<file path="src/common/ads868x_settings.svh">
// Build-time settings for the ADS868x SPI ADC controller.
// Include this wherever a width, a timing constant or the version word is
// needed. The types built on these values live in the package.

`ifndef ADS868X_SETTINGS_SVH
`define ADS868X_SETTINGS_SVH

// ---------------------------------------------------------------------------
// host bus
// ---------------------------------------------------------------------------
`define ADS_ADDR_W 10
`define ADS_DATA_W 32

// ---------------------------------------------------------------------------
// SPI timing, in system clock cycles
// ---------------------------------------------------------------------------

// one serial clock half period
`define ADS_SCLK_DIV 2

// chip select high time between auto-mode frames
`define ADS_CONV_GAP 20

// read back at register 9
`define ADS_VERSION 32'h0001_0300

`endif

</file>
<file path="src/common/ads868x_pkg.sv">
// Shared types for the ADS868x controller. This holds the bus word types, the
// register map and the structs that pass between the register file, the
// sequencer and the SPI master.

`include "ads868x_settings.svh"

package ads868x_pkg;

    typedef logic [`ADS_ADDR_W-1:0] up_addr_t;
    typedef logic [`ADS_DATA_W-1:0] up_data_t;
    typedef logic [1:0]             byte_cnt_t;  // frame bytes minus one
    typedef logic [2:0]             mux_sel_t;
    typedef logic [3:0]             mux_en_t;

    // register map
    localparam up_addr_t REG_SOFT_RESET = 'd0;
    localparam up_addr_t REG_POWER_DOWN = 'd1;
    localparam up_addr_t REG_AUTO_MODE  = 'd2;
    localparam up_addr_t REG_MUX_SEL    = 'd3;
    localparam up_addr_t REG_MUX_EN     = 'd4;
    localparam up_addr_t REG_BYTE_CNT   = 'd5;
    localparam up_addr_t REG_TX_DATA    = 'd6;
    localparam up_addr_t REG_RX_DATA    = 'd7;
    localparam up_addr_t REG_RX_VALID   = 'd8;
    localparam up_addr_t REG_VERSION    = 'd9;

    localparam up_data_t  RD_UNMAPPED  = 32'hDEADBEEF;
    localparam byte_cnt_t BYTE_CNT_RST = 2'd3;

    typedef struct packed {
        logic      soft_reset;
        logic      power_down;
        logic      auto_mode;
        byte_cnt_t byte_cnt;
    } ads_ctrl_t;

    typedef struct packed {
        byte_cnt_t byte_cnt;
        up_data_t  word;
    } spi_cmd_t;

    typedef struct packed {
        up_data_t data;
        logic     valid;
    } spi_rsp_t;

    typedef enum logic [1:0] {SEQ_IDLE, SEQ_FRAME, SEQ_GAP} seq_state_t;
    typedef enum logic [1:0] {SPI_IDLE, SPI_SHIFT, SPI_DONE} spi_state_t;

endpackage

</file>
<file path="src/regs/ads868x_regs.sv">
// Host register file for the ADS868x controller.
// Single-cycle read and write strobes are acknowledged one cycle later.
// Control fields go out to the sequencer and the mux pins, and the SPI
// response comes back in as read-only status.

`timescale 1ns/1ps
`include "ads868x_settings.svh"

module ads868x_regs (
    input  logic                   clk,
    input  logic                   rst,
    // write channel
    input  ads868x_pkg::up_addr_t  up_wr_addr,
    input  logic                   up_wr_req,
    input  logic [3:0]             up_wr_be,
    input  ads868x_pkg::up_data_t  up_wr_data,
    output logic                   up_wr_ack,
    // read channel
    input  ads868x_pkg::up_addr_t  up_rd_addr,
    input  logic                   up_rd_req,
    output ads868x_pkg::up_data_t  up_rd_data,
    output logic                   up_rd_ack,
    // core side
    output ads868x_pkg::ads_ctrl_t ctrl,
    output ads868x_pkg::mux_sel_t  mux_sel,
    output ads868x_pkg::mux_en_t   mux_en,
    output ads868x_pkg::up_data_t  tx_word,
    output logic                   tx_strobe,
    input  ads868x_pkg::spi_rsp_t  rsp
);

    import ads868x_pkg::*;

    logic wr_lo;
    logic wr_tx;

    // narrow fields only take a write when byte 0 is enabled
    assign wr_lo = up_wr_req & up_wr_be[0];
    assign wr_tx = up_wr_req && (up_wr_addr == REG_TX_DATA);

    // ------------------------------------------------------------------------
    // write side
    // ------------------------------------------------------------------------

    always_ff @(posedge clk) begin
        if (rst) begin
            ctrl    <= '{soft_reset: 1'b0, power_down: 1'b0, auto_mode: 1'b0,
                         byte_cnt: BYTE_CNT_RST};
            mux_sel <= '0;
            mux_en  <= '0;
        end else if (wr_lo) begin
            case (up_wr_addr)
                REG_SOFT_RESET: ctrl.soft_reset <= up_wr_data[0];
                REG_POWER_DOWN: ctrl.power_down <= up_wr_data[0];
                REG_AUTO_MODE:  ctrl.auto_mode  <= up_wr_data[0];
                REG_MUX_SEL:    mux_sel         <= up_wr_data[2:0];
                REG_MUX_EN:     mux_en          <= up_wr_data[3:0];
                REG_BYTE_CNT:   ctrl.byte_cnt   <= up_wr_data[1:0];
                default: ;
            endcase
        end
    end

    // transmit word, merged per enabled byte
    always_ff @(posedge clk) begin
        if (rst) begin
            tx_word <= '0;
        end else if (wr_tx) begin
            for (int i = 0; i < 4; i++) begin
                if (up_wr_be[i]) begin
                    tx_word[i*8 +: 8] <= up_wr_data[i*8 +: 8];
                end
            end
        end
    end

    // acks and the frame request both land one cycle after the strobe.
    // tx_strobe fires on any write to the tx register, even with no bytes enabled
    always_ff @(posedge clk) begin
        if (rst) begin
            up_wr_ack <= 1'b0;
            up_rd_ack <= 1'b0;
            tx_strobe <= 1'b0;
        end else begin
            up_wr_ack <= up_wr_req;
            up_rd_ack <= up_rd_req;
            tx_strobe <= wr_tx;
        end
    end

    // ------------------------------------------------------------------------
    // read side
    // ------------------------------------------------------------------------

    // registered so data lines up with up_rd_ack
    always_ff @(posedge clk) begin
        if (up_rd_req) begin
            case (up_rd_addr)
                REG_SOFT_RESET: up_rd_data <= up_data_t'(ctrl.soft_reset);
                REG_POWER_DOWN: up_rd_data <= up_data_t'(ctrl.power_down);
                REG_AUTO_MODE:  up_rd_data <= up_data_t'(ctrl.auto_mode);
                REG_MUX_SEL:    up_rd_data <= up_data_t'(mux_sel);
                REG_MUX_EN:     up_rd_data <= up_data_t'(mux_en);
                REG_BYTE_CNT:   up_rd_data <= up_data_t'(ctrl.byte_cnt);
                REG_TX_DATA:    up_rd_data <= tx_word;
                REG_RX_DATA:    up_rd_data <= rsp.data;
                REG_RX_VALID:   up_rd_data <= up_data_t'(rsp.valid);
                REG_VERSION:    up_rd_data <= `ADS_VERSION;
                default:        up_rd_data <= RD_UNMAPPED;
            endcase
        end
    end

endmodule

</file>
<file path="src/spi/ads868x_spi_master.sv">
// SPI mode-0 master for the ADS868x. It runs frames of 1 to 4 bytes, MSB
// first, from the top bytes of the command word. One setup cycle follows the
// chip select fall, and the received word is captured right-aligned.

`timescale 1ns/1ps
`include "ads868x_settings.svh"

module ads868x_spi_master (
    input  logic                  clk,
    input  logic                  rst,
    input  logic                  start,
    input  ads868x_pkg::spi_cmd_t cmd,
    input  logic                  spi_abort,
    output logic                  busy,
    output ads868x_pkg::spi_rsp_t rsp,
    output logic                  cs_n,
    output logic                  sclk,
    output logic                  mosi,
    input  logic                  miso
);

    import ads868x_pkg::*;

    localparam int DIV_W = (`ADS_SCLK_DIV > 1) ? $clog2(`ADS_SCLK_DIV) : 1;
    localparam logic [DIV_W-1:0] DIV_LAST = DIV_W'(`ADS_SCLK_DIV - 1);

    spi_state_t       state;
    logic             setup;
    logic [DIV_W-1:0] div_cnt;
    logic [4:0]       bit_cnt;
    logic [4:0]       bit_last;
    up_data_t         tx_sr;
    up_data_t         rx_sr;
    logic             rx_valid;
    logic             load;
    logic             half_done;
    logic             rise;
    logic             fall;

    // last bit index is bytes*8-1
    assign bit_last  = {cmd.byte_cnt, 3'b111};
    assign load      = (state == SPI_IDLE) && start && !spi_abort;
    assign half_done = (state == SPI_SHIFT) && !setup && (div_cnt == DIV_LAST);
    assign rise      = half_done && !sclk;
    assign fall      = half_done && sclk;

    assign mosi = tx_sr[`ADS_DATA_W-1];
    assign rsp  = '{data: rx_sr, valid: rx_valid};

    // ------------------------------------------------------------------------
    // frame control and serial clock
    // ------------------------------------------------------------------------

    always_ff @(posedge clk) begin
        if (rst || spi_abort) begin
            state    <= SPI_IDLE;
            busy     <= 1'b0;
            cs_n     <= 1'b1;
            sclk     <= 1'b0;
            setup    <= 1'b0;
            div_cnt  <= '0;
            bit_cnt  <= '0;
            rx_valid <= 1'b0;
        end else begin
            case (state)
                SPI_IDLE: begin
                    if (start) begin
                        state    <= SPI_SHIFT;
                        busy     <= 1'b1;
                        cs_n     <= 1'b0;
                        setup    <= 1'b1;
                        div_cnt  <= '0;
                        bit_cnt  <= '0;
                        rx_valid <= 1'b0;
                    end
                end
                SPI_SHIFT: begin
                    setup <= 1'b0;
                    if (half_done) begin
                        div_cnt <= '0;
                        sclk    <= ~sclk;
                    end else if (!setup) begin
                        div_cnt <= div_cnt + 1'b1;
                    end
                    if (fall) begin
                        if (bit_cnt == bit_last) begin
                            // sclk returns low on this same edge
                            cs_n     <= 1'b1;
                            rx_valid <= 1'b1;
                            state    <= SPI_DONE;
                        end else begin
                            bit_cnt <= bit_cnt + 1'b1;
                        end
                    end
                end
                SPI_DONE: begin
                    busy  <= 1'b0;
                    state <= SPI_IDLE;
                end
                default: state <= SPI_IDLE;
            endcase
        end
    end

    // ------------------------------------------------------------------------
    // shift registers
    // ------------------------------------------------------------------------

    // sample on the rising edge, next mosi bit on the falling edge
    always_ff @(posedge clk) begin
        if (rst) begin
            tx_sr <= '0;
            rx_sr <= '0;
        end else if (load) begin
            tx_sr <= cmd.word;
            rx_sr <= '0;
        end else if (rise) begin
            rx_sr <= {rx_sr[`ADS_DATA_W-2:0], miso};
        end else if (fall) begin
            tx_sr <= {tx_sr[`ADS_DATA_W-2:0], 1'b0};
        end
    end

endmodule

</file>
<file path="src/ads868x_conv_seq.sv">
// Conversion sequencer. It decides when the SPI master runs a frame: once
// per transmit-data write in manual mode, or back to back with a fixed
// conversion gap in auto mode. Power down and soft reset hold off new frames.

`timescale 1ns/1ps
`include "ads868x_settings.svh"

module ads868x_conv_seq (
    input  logic                   clk,
    input  logic                   rst,
    input  ads868x_pkg::ads_ctrl_t ctrl,
    input  logic                   tx_strobe,
    input  ads868x_pkg::up_data_t  tx_word,
    input  logic                   busy,
    output logic                   start,
    output ads868x_pkg::spi_cmd_t  cmd,
    output logic                   spi_abort
);

    import ads868x_pkg::*;

    localparam int GAP_W = $clog2(`ADS_CONV_GAP + 1);

    seq_state_t       state;
    logic [GAP_W-1:0] gap_cnt;
    logic             issue_ok;
    spi_cmd_t         cmd_live;
    spi_cmd_t         cmd_q;

    assign issue_ok = !ctrl.power_down && !ctrl.soft_reset && !busy;

    // start is decoded from the current control fields, so a power down
    // that is already set always suppresses it
    always_comb begin
        case (state)
            SEQ_IDLE: start = issue_ok && (ctrl.auto_mode || tx_strobe);
            SEQ_GAP:  start = issue_ok && ctrl.auto_mode && (gap_cnt == '0);
            default:  start = 1'b0;
        endcase
    end

    // the master sees the live command in the start cycle, then the held copy
    assign cmd_live = '{byte_cnt: ctrl.byte_cnt, word: tx_word};
    assign cmd      = start ? cmd_live : cmd_q;

    always_ff @(posedge clk) begin
        if (start) begin
            cmd_q <= cmd_live;
        end
    end

    assign spi_abort = ctrl.soft_reset;

    always_ff @(posedge clk) begin
        if (rst || ctrl.soft_reset) begin
            state   <= SEQ_IDLE;
            gap_cnt <= '0;
        end else begin
            case (state)
                SEQ_IDLE: begin
                    if (start) begin
                        state <= SEQ_FRAME;
                    end
                end
                SEQ_FRAME: begin
                    // busy is already high in the first FRAME cycle
                    if (!busy) begin
                        if (ctrl.auto_mode && !ctrl.power_down) begin
                            state   <= SEQ_GAP;
                            gap_cnt <= GAP_W'(`ADS_CONV_GAP - 1);
                        end else begin
                            state <= SEQ_IDLE;
                        end
                    end
                end
                SEQ_GAP: begin
                    if (start) begin
                        state <= SEQ_FRAME;
                    end else if (gap_cnt != '0) begin
                        gap_cnt <= gap_cnt - 1'b1;
                    end else begin
                        state <= SEQ_IDLE;
                    end
                end
                default: state <= SEQ_IDLE;
            endcase
        end
    end

endmodule

</file>
<file path="src/ads868x_top.sv">
// Top level of the ADS868x controller. It connects the host register bus to
// the register file, which drives the conversion sequencer and the SPI
// master. The mux select and enable fields go straight out to the pins.

`timescale 1ns/1ps

module ads868x_top (
    input  logic                  clk,
    input  logic                  rst,
    // host register bus
    input  ads868x_pkg::up_addr_t up_wr_addr,
    input  logic                  up_wr_req,
    input  logic [3:0]            up_wr_be,
    input  ads868x_pkg::up_data_t up_wr_data,
    output logic                  up_wr_ack,
    input  ads868x_pkg::up_addr_t up_rd_addr,
    input  logic                  up_rd_req,
    output ads868x_pkg::up_data_t up_rd_data,
    output logic                  up_rd_ack,
    // ADC serial port
    output logic                  cs_n,
    output logic                  sclk,
    output logic                  mosi,
    input  logic                  miso,
    // external analog mux
    output ads868x_pkg::mux_sel_t mux_sel,
    output ads868x_pkg::mux_en_t  mux_en
);

    import ads868x_pkg::*;

    ads_ctrl_t ctrl;
    up_data_t  tx_word;
    logic      tx_strobe;
    spi_rsp_t  rsp;
    logic      start;
    spi_cmd_t  cmd;
    logic      spi_abort;
    logic      busy;

    ads868x_regs u_regs (
        .clk        (clk),
        .rst        (rst),
        .up_wr_addr (up_wr_addr),
        .up_wr_req  (up_wr_req),
        .up_wr_be   (up_wr_be),
        .up_wr_data (up_wr_data),
        .up_wr_ack  (up_wr_ack),
        .up_rd_addr (up_rd_addr),
        .up_rd_req  (up_rd_req),
        .up_rd_data (up_rd_data),
        .up_rd_ack  (up_rd_ack),
        .ctrl       (ctrl),
        .mux_sel    (mux_sel),
        .mux_en     (mux_en),
        .tx_word    (tx_word),
        .tx_strobe  (tx_strobe),
        .rsp        (rsp)
    );

    ads868x_conv_seq u_seq (
        .clk       (clk),
        .rst       (rst),
        .ctrl      (ctrl),
        .tx_strobe (tx_strobe),
        .tx_word   (tx_word),
        .busy      (busy),
        .start     (start),
        .cmd       (cmd),
        .spi_abort (spi_abort)
    );

    ads868x_spi_master u_spi (
        .clk       (clk),
        .rst       (rst),
        .start     (start),
        .cmd       (cmd),
        .spi_abort (spi_abort),
        .busy      (busy),
        .rsp       (rsp),
        .cs_n      (cs_n),
        .sclk      (sclk),
        .mosi      (mosi),
        .miso      (miso)
    );

endmodule

</file>
<file path="config.mk">
export PLATFORM = sky130hd
export DESIGN_NAME = ads868x_top
export DESIGN_NICKNAME = d
export VERILOG_FILES = /design/src/common/ads868x_pkg.sv /design/src/regs/ads868x_regs.sv /design/src/spi/ads868x_spi_master.sv /design/src/ads868x_conv_seq.sv /design/src/ads868x_top.sv
export VERILOG_INCLUDE_DIRS = /design/src /design/src/common
export SDC_FILE = /design/constraint.sdc
export NUM_CORES = 1
export LEC_CHECK = 0
export BUFFER_PORTS_ARGS = -buffer_cell sky130_fd_sc_hd__buf_2
export CORE_MARGIN = 1
export CORE_UTILIZATION = 57
export DETAILED_ROUTE_END_ITERATION = 8
export HOLD_SLACK_MARGIN = 0.05
export MAX_ROUTING_LAYER = met4
export PLACE_DENSITY = 0.84
export SLEW_MARGIN = 20
export SYNTH_ARGS = -nofsm -noshare
export SYNTH_HDL_FRONTEND = slang
export SYNTH_SLANG_ARGS = --single-unit
</file>
<file path="constraint.sdc">
create_clock -name clk -period 2.65 [get_ports clk]
set_input_delay 0.1325 -clock clk [delete_from_list [all_inputs] [get_ports clk]]
set_output_delay 0.1325 -clock clk [all_outputs]
set_load 0.02 [all_outputs]
</file>
* Word level (Yosys, flattened, before mapping)
Cells that the tools add are included.
** Storage, ports and cells
- Flip-flop bits (word level) :: 197
- Input bits :: 61
- Output and inout bits :: 44
- Logic and storage cells :: 150
** Cells by class
- Add/sub/neg operators :: 3
- Equality and inequality tests :: 32
- Muxes and demuxes :: 34
- Bitwise operators :: 2
- Reduce and logical (&&, ||, !) cells :: 51
** Operators with widths (number)
- $pmux W32 S10 :: 1
- $mux W32 :: 3
- $eq A10 B3 Y1 const B :: 7
- $eq A10 B2 Y1 const B :: 4
- $mux W5 :: 7
- $mux W34 :: 1
- $reduce_and A2 Y1 :: 14
- $eq A10 B1 Y1 const B :: 2
- $eq A10 B4 Y1 const B :: 2
- $logic_not A10 Y1 :: 2
- $pmux W5 S2 :: 2
- $mux W2 :: 7
- $logic_and A1 B1 Y1 :: 13
- $ne A2 B1 Y1 const B :: 5
- $ne A2 B2 Y1 const B :: 5
- $pmux W1 S2 :: 5
- $reduce_and A3 Y1 :: 3
- $reduce_and A4 Y1 :: 2
- $reduce_bool A2 Y1 :: 4
- $mux W1 :: 6
- $pmux W2 S3 :: 1
- $add A5 B1 Y5 const B :: 1
- $eq A5 B5 Y1 :: 1
- $logic_not A1 Y1 :: 5
- 15 further kinds :: 19

* Longest topological paths before layout
Gate-level depths: netlist of the first run.
- Depth in word-level cells :: 11
- Depth in mapped cells :: 11
- Depth with buffers taken out :: 9

* Modules after synthesis
From an unflattened synthesis of the first run, not the netlist that was laid out.
** Unflattened totals
- Cell total of the unflattened synthesis :: 915
- Area total of the unflattened synthesis :: 8882.3 um^2
** Modules (own cells, without submodules)
- ads868x_regs :: times used 1, cells each 310, area each 3562.2 um^2, seq. area each 1901.8 um^2
- ads868x_spi_master :: times used 1, cells each 355, area each 3201.8 um^2, seq. area each 1541.5 um^2
- ads868x_conv_seq :: times used 1, cells each 250, area each 2118.3 um^2, seq. area each 820.8 um^2

* Least setup slack after synthesis of the first run
No wires, ideal clock.
- Kind :: reg2reg
- Start point :: register u_seq.state[0]
- End point :: register u_spi.bit_cnt[3]
- Setup time :: 0.070 ns
- Data arrival time :: 2.121 ns
- Data required time :: 2.580 ns
- Slack :: 0.459 ns
- Cell stages (with the launch flop) :: 10
- Buffers on the path :: 0
- Period minus slack after synthesis :: 2.191 ns
- Path through :: dfxtp_1 inv_1 ha_1 nor4b_1 o21a_1 o21ai_1 and3_4 o22a_4 or4_1 a21oi_1
** Between the ends
- Cells in the longest elaborated chain, start to end :: 6
- Elaborated cells on any way between the ends :: 8
- Those cells by class :: eq/ne: 4; mux: 2; reduce/logical: 2
** Ends and longest elaborated chain
- from (decl) :: RTL line ads868x_conv_seq.sv:24 : seq_state_t state;
- from (signal assigned) :: RTL line ads868x_conv_seq.sv:56 : state <= SEQ_IDLE;
- from (signal assigned) :: RTL line ads868x_conv_seq.sv:62 : state <= SEQ_FRAME;
- from (signal assigned) :: RTL line ads868x_conv_seq.sv:69 : state <= SEQ_GAP;
- $eq A2 B2 Y1 / $logic_not A2 Y1 (equally long branches) :: RTL line ads868x_conv_seq.sv:35 : case (state)
- $pmux W1 S2 (*) :: RTL line ads868x_conv_seq.sv:35
- $mux W34 :: RTL line ads868x_conv_seq.sv:44 : assign cmd = start ? cmd_live : cmd_q;
- $eq A5 B5 Y1 :: RTL line ads868x_spi_master.sv:86 : if (bit_cnt == bit_last) begin
- $ne A2 B2 Y1 (no source line)
- $reduce_and A4 Y1 (no source line) (*)
- to (signal assigned) :: RTL line ads868x_spi_master.sv:92 : bit_cnt <= bit_cnt + 1'b1;
- to (decl) :: RTL line ads868x_spi_master.sv:30 : logic [4:0] bit_cnt;
Every way passes the cells marked *; elsewhere a longest branch is shown, timed or not.
A chain may end at the register's enable or synchronous reset.

* Final worst setup path of the first run
- Start point :: register u_seq.gap_cnt[0]
- End point :: register u_spi.tx_sr[23]
** Between the ends
- Cells in the longest elaborated chain, start to end :: 7
- Elaborated cells on any way between the ends :: 10
- Those cells by class :: eq/ne: 1; mux: 3; reduce/logical: 6
** Ends and longest elaborated chain
- from (decl) :: RTL line ads868x_conv_seq.sv:25 : logic [GAP_W-1:0] gap_cnt;
- from (signal assigned) :: RTL line ads868x_conv_seq.sv:70 : gap_cnt <= GAP_W'(`ADS_CONV_GAP - 1);
- from (signal assigned) :: RTL line ads868x_conv_seq.sv:80 : gap_cnt <= gap_cnt - 1'b1;
- $logic_not A5 Y1 (*) :: RTL line ads868x_conv_seq.sv:37 : SEQ_GAP: start = issue_ok && ctrl.auto_mode && (gap_cnt == '0);
- $logic_and A1 B1 Y1 (*) :: RTL line ads868x_conv_seq.sv:37
- $pmux W1 S2 (*) :: RTL line ads868x_conv_seq.sv:35
- $logic_and A1 B1 Y1 (2 in series) :: RTL line ads868x_spi_master.sv:42 : assign load = (state == SPI_IDLE) && start && !spi_abort;
- $ne A2 B1 Y1 (no source line) / $reduce_bool A2 Y1 (equally long branches)
- $reduce_and A2 Y1 (no source line)
- to (signal assigned) :: RTL line ads868x_spi_master.sv:115 : tx_sr <= cmd.word;
- to (signal assigned) :: RTL line ads868x_spi_master.sv:120 : tx_sr <= {tx_sr[`ADS_DATA_W-2:0], 1'b0};
- to (decl) :: RTL line ads868x_spi_master.sv:32 : up_data_t tx_sr;
Marked as above.

==> results of run 1 <==
sequential cells by signal, summed over array words and instances (netlist names):
signal and flops:
u_seq.cmd_q 34, u_regs.tx_word 32, u_regs.up_rd_data 32, u_spi.rx_sr 32, u_spi.tx_sr 32, u_regs.ctrl 5, u_seq.gap_cnt 5, u_spi.bit_cnt 5
u_regs.mux_en 4, u_regs.mux_sel 3, u_seq.state 2, u_spi.state 2, u_regs.tx_strobe 1, u_regs.up_rd_ack 1, u_regs.up_wr_ack 1, u_spi.busy 1
u_spi.cs_n 1, u_spi.div_cnt 1, u_spi.rx_valid 1, u_spi.sclk 1, u_spi.setup 1
final timing paths:
path	from	endpoint	slack, ns
max	u_seq.gap_cnt[0]$_SDFFE_PP0P_	u_spi.tx_sr[23]$_SDFFE_PP0P_	0.14
min	up_wr_be[0]	u_regs.tx_word[0]$_SDFFE_PP0P_	0.07
min reg2reg	u_spi.rx_sr[20]$_SDFFE_PP0P_	u_spi.rx_sr[21]$_SDFFE_PP0P_	0.47
max reg2reg	u_seq.gap_cnt[0]$_SDFFE_PP0P_	u_spi.tx_sr[23]$_SDFFE_PP0P_	0.14
per-layer routing:
layer	GRT usage, %	vias to the layer above
met5	-	-
met3	7.605	96
met4	15.47	0
li1	-	3272
met2	48.92	402
met1	39.09	3333
power breakdown:
group	total, mW	switching [mW]	internal [mW]
Clock	2.59	1.10	1.50
Sequential	3.07	0.00608	3.06
Combinational	0.245	0.145	0.100
critical path: cells and delay by family, from the launching register on:
kind	cells	cell delay, ns
AO/OA/AOI/OAI	1	0.31
adder cells (fa/ha/maj)	1	0.14
buffers and inverters	2	0.34
flip-flops	1	0.34
AND/OR/NAND/NOR	4	1.25
per-stage QoR:
stage	cell area [um2]	power [mW]	util [%]	cells	setup WS (ns)
5_1_grt	9572	6.058	71.43	1173	0.01538
3_5_place_dp	8562	3.330	63.89	1100	0.2965
2_1_floorplan	7903	3.233	-	867	0.4591
6_report	9579	5.906	71.48	1176	0.1381
3_3_place_gp	8562	3.326	63.89	1100	0.3579
4_1_cts	9565	5.891	71.38	1173	0.1536
placed cells by master (no fill, tap or decap), types with 2 or more instances in the layout:
master,instances
buf_4,11
o21ai_0,8
edfxtp_1,32
buf_2,104
nor2_2,3
a21oi_1,84
clkbuf_1,5
ha_1,7
clkbuf_8,2
clkbuf_16,18
a22o_1,7
a22oi_1,23
and3_1,4
inv_1,8
or2_2,4
nor4_1,5
dfxtp_1,165
nor2_1,66
nand3_1,44
a311oi_1,32
nor2b_1,4
bufinv_16,2
nor3_1,9
mux2_2,33
o21ai_1,2
buf_12,3
nand2b_1,3
nor3b_2,2
nand2_1,212
and2_1,2
nor3b_1,3
mux2i_1,14
dlygate4sd3_1,41
clkinvlp_4,3
diode_2,3
nand3b_1,4
nand4b_1,3
synthesized netlist by cell type (all sizes together), types with 5 or more instances:
cell type    n
nand2      212
dfxtp      165
a21oi       84
nor2        69
clkbuf      53
nand3       44
mux2        33
a311oi      32
edfxtp      32
a22oi       23
mux2i       14
o21ai       10
nor3         9
buf          8
inv          8
a22o         7
ha           7
nor3b        6
and3         5
nor4         5
cell type report:
cell class                 instances  share of cell area, %
sequential                       197                  44.51
multi-input combinational        601                  35.40
timing repair buffer             159                  11.21
clock buffer                      25                  5.185
tap                              176                  2.299
clock inverter                     7                  1.006
inverter                           8                 0.3135
antenna                            3                0.07837
cells by family (layout without fill, tap and decap cells):
group                      count (synthesis)  count (layout)
and+or+nand+nor                          378             378
DFF                                      197             197
AOI/OAI and AO/OA                        169             169
buffers and inverters                     69             199
muxes                                     47              47
adders and majority gates                  7               7
other                                      0               3
timing repair:
action	in CTS	in global routing
hold buffers	41	0
endpoints found under the setup margin	0	11
resized for setup	0	1
endpoints found under the hold margin	42	0
==> impl_metrics.tcl, run 1 <==
set metrics [dict create \
    outcome "complete, no violations" \
    htreeDepth 4 \
    synth_top_area_share_pct 41.80 \
    clockBufferDepth 2 \
    first_pass_iters 6 \
    finalCriticalPeriod_ns 2.512 \
    skew_ns 0.01213 \
    drtIter0Drc 1138 \
    multi_input_area_um2 3391 \
    rsz0062_at_grt "false" \
    postRouteWirelength_um 21410 \
    cts_root_buf "clkbuf_16" \
    ys.flop_type "dfxtp_1" \
    worstPathCellList "inv_1, ha_1, nor4b_4, and4b_4, nor2_2, or3_2, buf_12, a311oi_1" \
    synth_top_area_cell "dfxtp_1" \
    wl_met1_um 8512 \
    first_global_vias 6594 \
    critical_path_peak_fanout 61 \
    power_density_nw_per_um2 616.5 \
    postCtsSetupRepairBufs 0 \
    top_layer "met4" \
    synth.distinct_cells 51 \
    final_antenna_net_count 0 \
    drv_cap 0 \
    setup.worst_path.end_class "flop" \
    hold_path_class "input pin to flop" \
    start_util_pct 58.97 \
    syn_avg_cell_area_um2 9.115 \
    yosys-top-cells-area "dfxtp_1 (42%), edfxtp_1 (12%), nand2_1 (10%)" \
    clock_latency_ns 0.44 \
    peakVddDrop_mv 0.3486 \
    tightest_slew_ns 0.7940 \
    synth_top_family_by_area "simple AND/OR/NAND/NOR gates" \
    dieArea_um2 14340 \
    vias 7103 \
    seq_area_um2 4264 \
    reg2reg_depth 8 \
    overflow 0 \
    grt_usage_pct 31.71 \
    max-slew-margin-rel_pct 47.06 \
    route.met3.wl_um 1755 \
    clk_pin_slew_ns 0.06 \
    grt_max_degree 77 \
    drc_errors 0 \
    ios 105 \
    leakage_nw 3.563 \
    final_hold_viol_count 0 \
    fill_cells 849 \
    portBuffers 104 \
    synthArstFlopShare_pct 0 \
    wl_per_cell_um 18.20 \
    synthSimpleGateAreaFrac_pct 21.07 \
    die_x_um 119.7 \
    synth_cells 867 \
    synth_compound_area_share_pct 13.95 \
    slowest_delay_ns 0.55 \
    cp.required_ns 2.97 \
    area_growth_pct 21.22 \
    cts_tree "built" \
    timing.hold.ws_ns 0.06620 \
    ys_warn_count 0 \
    final_nets 1052 \
    synth_area_um2 7903 \
    drv_slew 0 \
    cts_sinks 197 \
    crit_arrival_ns 2.83 \
    dpl.hpwl_um 11940 \
    setup_viol 0 \
    fin_crit_sh_pct 94.79 \
    synth_nets 935 \
    viasPerCell 6.040 \
    max_clock_freq_ghz 0.3981 \
    die_h_um 119.7 \
    hold-path-cell-count 3 \
    critPathSlowestCell "or3_2" \
    drive_gt1_share_pct 19.56 \
    worstSetupPathType "flop to flop" \
    cts_made_buffers 17 \
    synthMuxAreaShare_pct 6.476 \
    synth_edf_count 32 \
    synthXorXnorAreaFrac_pct 0 \
    wl_met2_um 10120 \
    cp-start-kind "flop" \
    gp_congestion 0.9433 \
    grt_pass1_wl_um 34130 \
    ys_ff_latch 197 \
    rows 42 \
    tns_ns 0 \
    grt_antenna_before_repair 0 \
    ys_seq_area_share_pct 53.96 \
    core-area_um2 13400 \
    synthAdderAreaFrac_pct 1.108 \
]
Note: power is estimated with default switching activity, not from simulation.
==> run 2, diff against run 1 <==
- ABC_AREA: unset -> 1
==> run 2 against run 1 <==
Register-to-register slack improved by 0.25 ns; first-iteration DRC count down 13%; critical path depth is 4 higher; via count rose by 2.6%; final cell count is 8.7% higher; global-route usage fell by 2.6 points; sequential power is 2% higher; synthesized area up 1.9%.
==> impl_metrics.tcl, run 2 <==
set metrics [dict create \
    peakVddDrop_mv 0.4091 \
    global_route.usage.met2_pct 43.50 \
    ys_seq_area_share_pct 52.96 \
    postRouteWirelength_um 20060 \
    gp_congestion 0.9200 \
    rsz0062_at_grt "false" \
    swShare_pct 25.24 \
    syn_avg_cell_area_um2 8.370 \
    p_clk_share_pct 39.0 \
    start_util_pct 58.23 \
    ios 105 \
    cts_sinks 197 \
    drc_errors 0 \
    cts_root_buf "clkbuf_16" \
    die_h_um 120.9 \
    max_clock_freq_ghz 0.4417 \
    synth_edf_count 32 \
    core-area_um2 13830 \
    top_usage_layer "met2" \
    drive_gt1_share_pct 17.68 \
    grt_antenna_before_repair 0 \
    synth.distinct_cells 44 \
    area_growth_pct 18.62 \
    dieArea_um2 14600 \
    slowest_delay_ns 0.36 \
    p_seq_share_pct 51.3 \
    drtIter0Drc 985 \
    yosys-top-cells-count "nand2_1 (220), dfxtp_1 (165), a21oi_1 (105)" \
    drv_cap 0 \
    worstPathCellList "inv_1, ha_1, inv_1, nor2_1, nand3_2, o21ai_4, nand2_1, nand2_4, inv_1, buf_4, nand2_1, a31oi_1" \
    design_area_um2 9550 \
    vias 7289 \
    clock_latency_ns 0.43 \
    clk_pin_slew_ns 0.07 \
    viasPerCell 5.703 \
    crit_family "buffers and inverters" \
    combPwrFrac_pct 9.6 \
    cts_tree "built" \
    crit_buf_inv 4 \
    synth_area_um2 8051 \
    reg2reg_slack_ns 0.39 \
    critical_path_peak_fanout 18 \
    synthArstFlopShare_pct 0 \
    yosys-top-cells-area "dfxtp_1 (41%), edfxtp_1 (12%), nand2_1 (10%)" \
    cp-start-kind "flop" \
    grt_max_degree 41 \
    synth_top_area_cell "dfxtp_1" \
    skew_ns 0.007902 \
    first_global_vias 6720 \
    outcome "complete, no violations" \
    clockBufferDepth 2 \
    ys.flop_type "dfxtp_1" \
    worstSetupPathType "flop to flop" \
    placed_cell_area_um2 8675 \
    reg2reg_depth 12 \
    r2r-end "u_spi.tx_sr[12]$_SDFFE_PP0P_" \
    die_x_um 120.9 \
    cp.depth 12 \
    grt_usage_pct 29.07 \
    preCtsSetupSlack_ns 0.4158 \
    hold-path-cell-count 4 \
    postCtsSetupRepairBufs 0 \
    p_int_mw 4.569 \
    max-slew-margin-rel_pct 49.62 \
    cts_made_buffers 17 \
    critPathSlowestCell "dfxtp_1" \
    overflow 0 \
    timing.final.ws_setup_ns 0.3860 \
    crit_arrival_ns 2.62 \
    layout_common_cells "nand2_1 (220), dfxtp_1 (165), a21oi_1 (105)" \
    ys_ff_latch 197 \
    rows 43 \
    utilization_pct 69.07 \
    largest_reg_flops 34 \
    worstReg2RegStart "u_seq.state[0]$_SDFFE_PP0P_" \
    synth_nets 1030 \
    synth_top_area_share_pct 41.03 \
    cp.required_ns 3.01 \
    grt_pass1_wl_um 32240 \
    drv_slew 0 \
    grtUsageMet1_pct 36.84 \
    synth.most_common_cell "nand2_1" \
    tns_ns 0 \
    setup_viol 0 \
    switchingPower_mw 1.543 \
    finalPower_mw 6.112 \
    holdPathEnd "u_regs.tx_strobe$_SDFF_PP0_" \
    portBuffers 104 \
    htreeDepth 4 \
    ys_warn_count 0 \
    final_common_cell "nand2_1" \
    finalCriticalPeriod_ns 2.264 \
    grtUsageMet3_pct 5.874 \
    synth_cells 962 \
    largest_register "u_seq.cmd_q" \
    final_hold_viol_count 0 \
    cp_common_cell "inv_1" \
    wl_per_cell_um 15.70 \
    power_density_nw_per_um2 639.9 \
    setup.worst_path.end_class "flop" \
    final_nets 1152 \
    tightest_slew_ns 0.7499 \
    hold_path_class "input pin to flop" \
    final_antenna_net_count 0 \
    dpl.hpwl_um 12500 \
    leakage_nw 3.625 \
    hp-start "up_wr_addr[0]" \
    first_pass_iters 7 \
    fin_crit_sh_pct 85.44 \
    cts-resized-gates 0 \
]
==> run 2: changes by cell type in the layout (fill, tap and decap cells not counted), moves of 8 or more <==
| cell | previous run | this run |
|---|---|---|
| o21ai_0 | 8 | 76 |
| mux2i_1 | 14 | 0 |
| a22oi_1 | 23 | 1 |
| dlygate4sd3_1 | 41 | 33 |
| nand3_1 | 44 | 58 |
| a311oi_1 | 32 | 4 |
| a21oi_1 | 84 | 105 |
| nor2_1 | 66 | 36 |
| mux2_2 | 33 | 0 |
| nand2_1 | 212 | 220 |
| o21ai_2 | 0 | 20 |
| a31oi_1 | 1 | 31 |
| inv_1 | 8 | 84 |
==> run 2: cell families (layout without fill, tap and decap cells) <==
| family | Yosys count | after routing | share of synthesized area [%] |
|---|---|---|---|
| AO/OA/AOI/OAI | 265 | 265 | 18.99 |
| XOR/XNOR | 4 | 4 | 0.4351 |
| adder cells (fa/ha/maj) | 7 | 7 | 1.088 |
| buffers and inverters | 137 | 272 | 7.413 |
| flip-flops | 197 | 197 | 52.96 |
| other | 0 | 1 | 0 |
| AND/OR/NAND/NOR | 352 | 352 | 19.11 |
==> run 2: tightest hold or removal path, delay by kind of cell <==
kind | cells | cell delay (ns)
buffers and inverters | 1 | 0.12
AND/OR/NAND/NOR | 3 | 0.22
==> run 2: per-stage QoR <==
| stage | cells | hold WS (ns) |
|---|---|---|
| 2_1_floorplan | 962 | 0.2395 |
| 3_3_place_gp | 1212 | 0.3897 |
| 3_5_place_dp | 1212 | 0.3869 |
| 4_1_cts | 1277 | 0.06415 |
| 5_1_grt | 1277 | 0.08554 |
| 6_report | 1278 | 0.08475 |
==> run 2: worst max-delay path by stage <==
stage | from | end
finish | u_seq.state[0]$_SDFFE_PP0P_ | u_spi.tx_sr[12]$_SDFFE_PP0P_
global route | u_seq.state[0]$_SDFFE_PP0P_ | u_spi.tx_sr[13]$_SDFFE_PP0P_
CTS | u_seq.state[0]$_SDFFE_PP0P_ | u_spi.tx_sr[12]$_SDFFE_PP0P_
detailed placement | u_seq.state[0]$_SDFFE_PP0P_ | u_spi.tx_sr[25]$_SDFFE_PP0P_
global placement | u_seq.state[0]$_SDFFE_PP0P_ | u_spi.tx_sr[18]$_SDFFE_PP0P_
floorplan | u_seq.gap_cnt[0]$_SDFFE_PP0P_ | u_spi.tx_sr[30]$_SDFFE_PP0P_
==> run 2: layer usage <==
metal	wire [um]	vias to the layer above	share of wire [%]
met4	928	0	4.6
met1	8451	3349	42
li1	-	3490	-
met2	9300	367	46
met3	1381	83	6.9
met5	0	-	0
==> run 2: area by class of cell <==
type	instances	area, um2
multi-input combinational	628	3191
clock inverter	13	100.1
tap	180	225.2
antenna	1	2.502
sequential	197	4264
timing repair buffer	153	996.0
fill	1004	4277
inverter	87	329.1
clock buffer	19	442.9
==> run 2: power groups by stage <==
stage | Clock [mW] | Sequential (mW) | Combinational (mW)
final | 2.39 | 3.14 | 0.589
after global routing | 2.52 | 3.15 | 0.655
after CTS | 2.40 | 3.14 | 0.576
after detailed placement | 0 | 3.21 | 0.531
after global placement | 0 | 3.20 | 0.521
after floorplan | 0 | 3.24 | 0.332
==> run 2: repair_timing <==
item                       4_1_cts  5_1_grt
setup endpoints to repair        0        0
hold endpoints to repair        37        0
hold buffers                    33        0
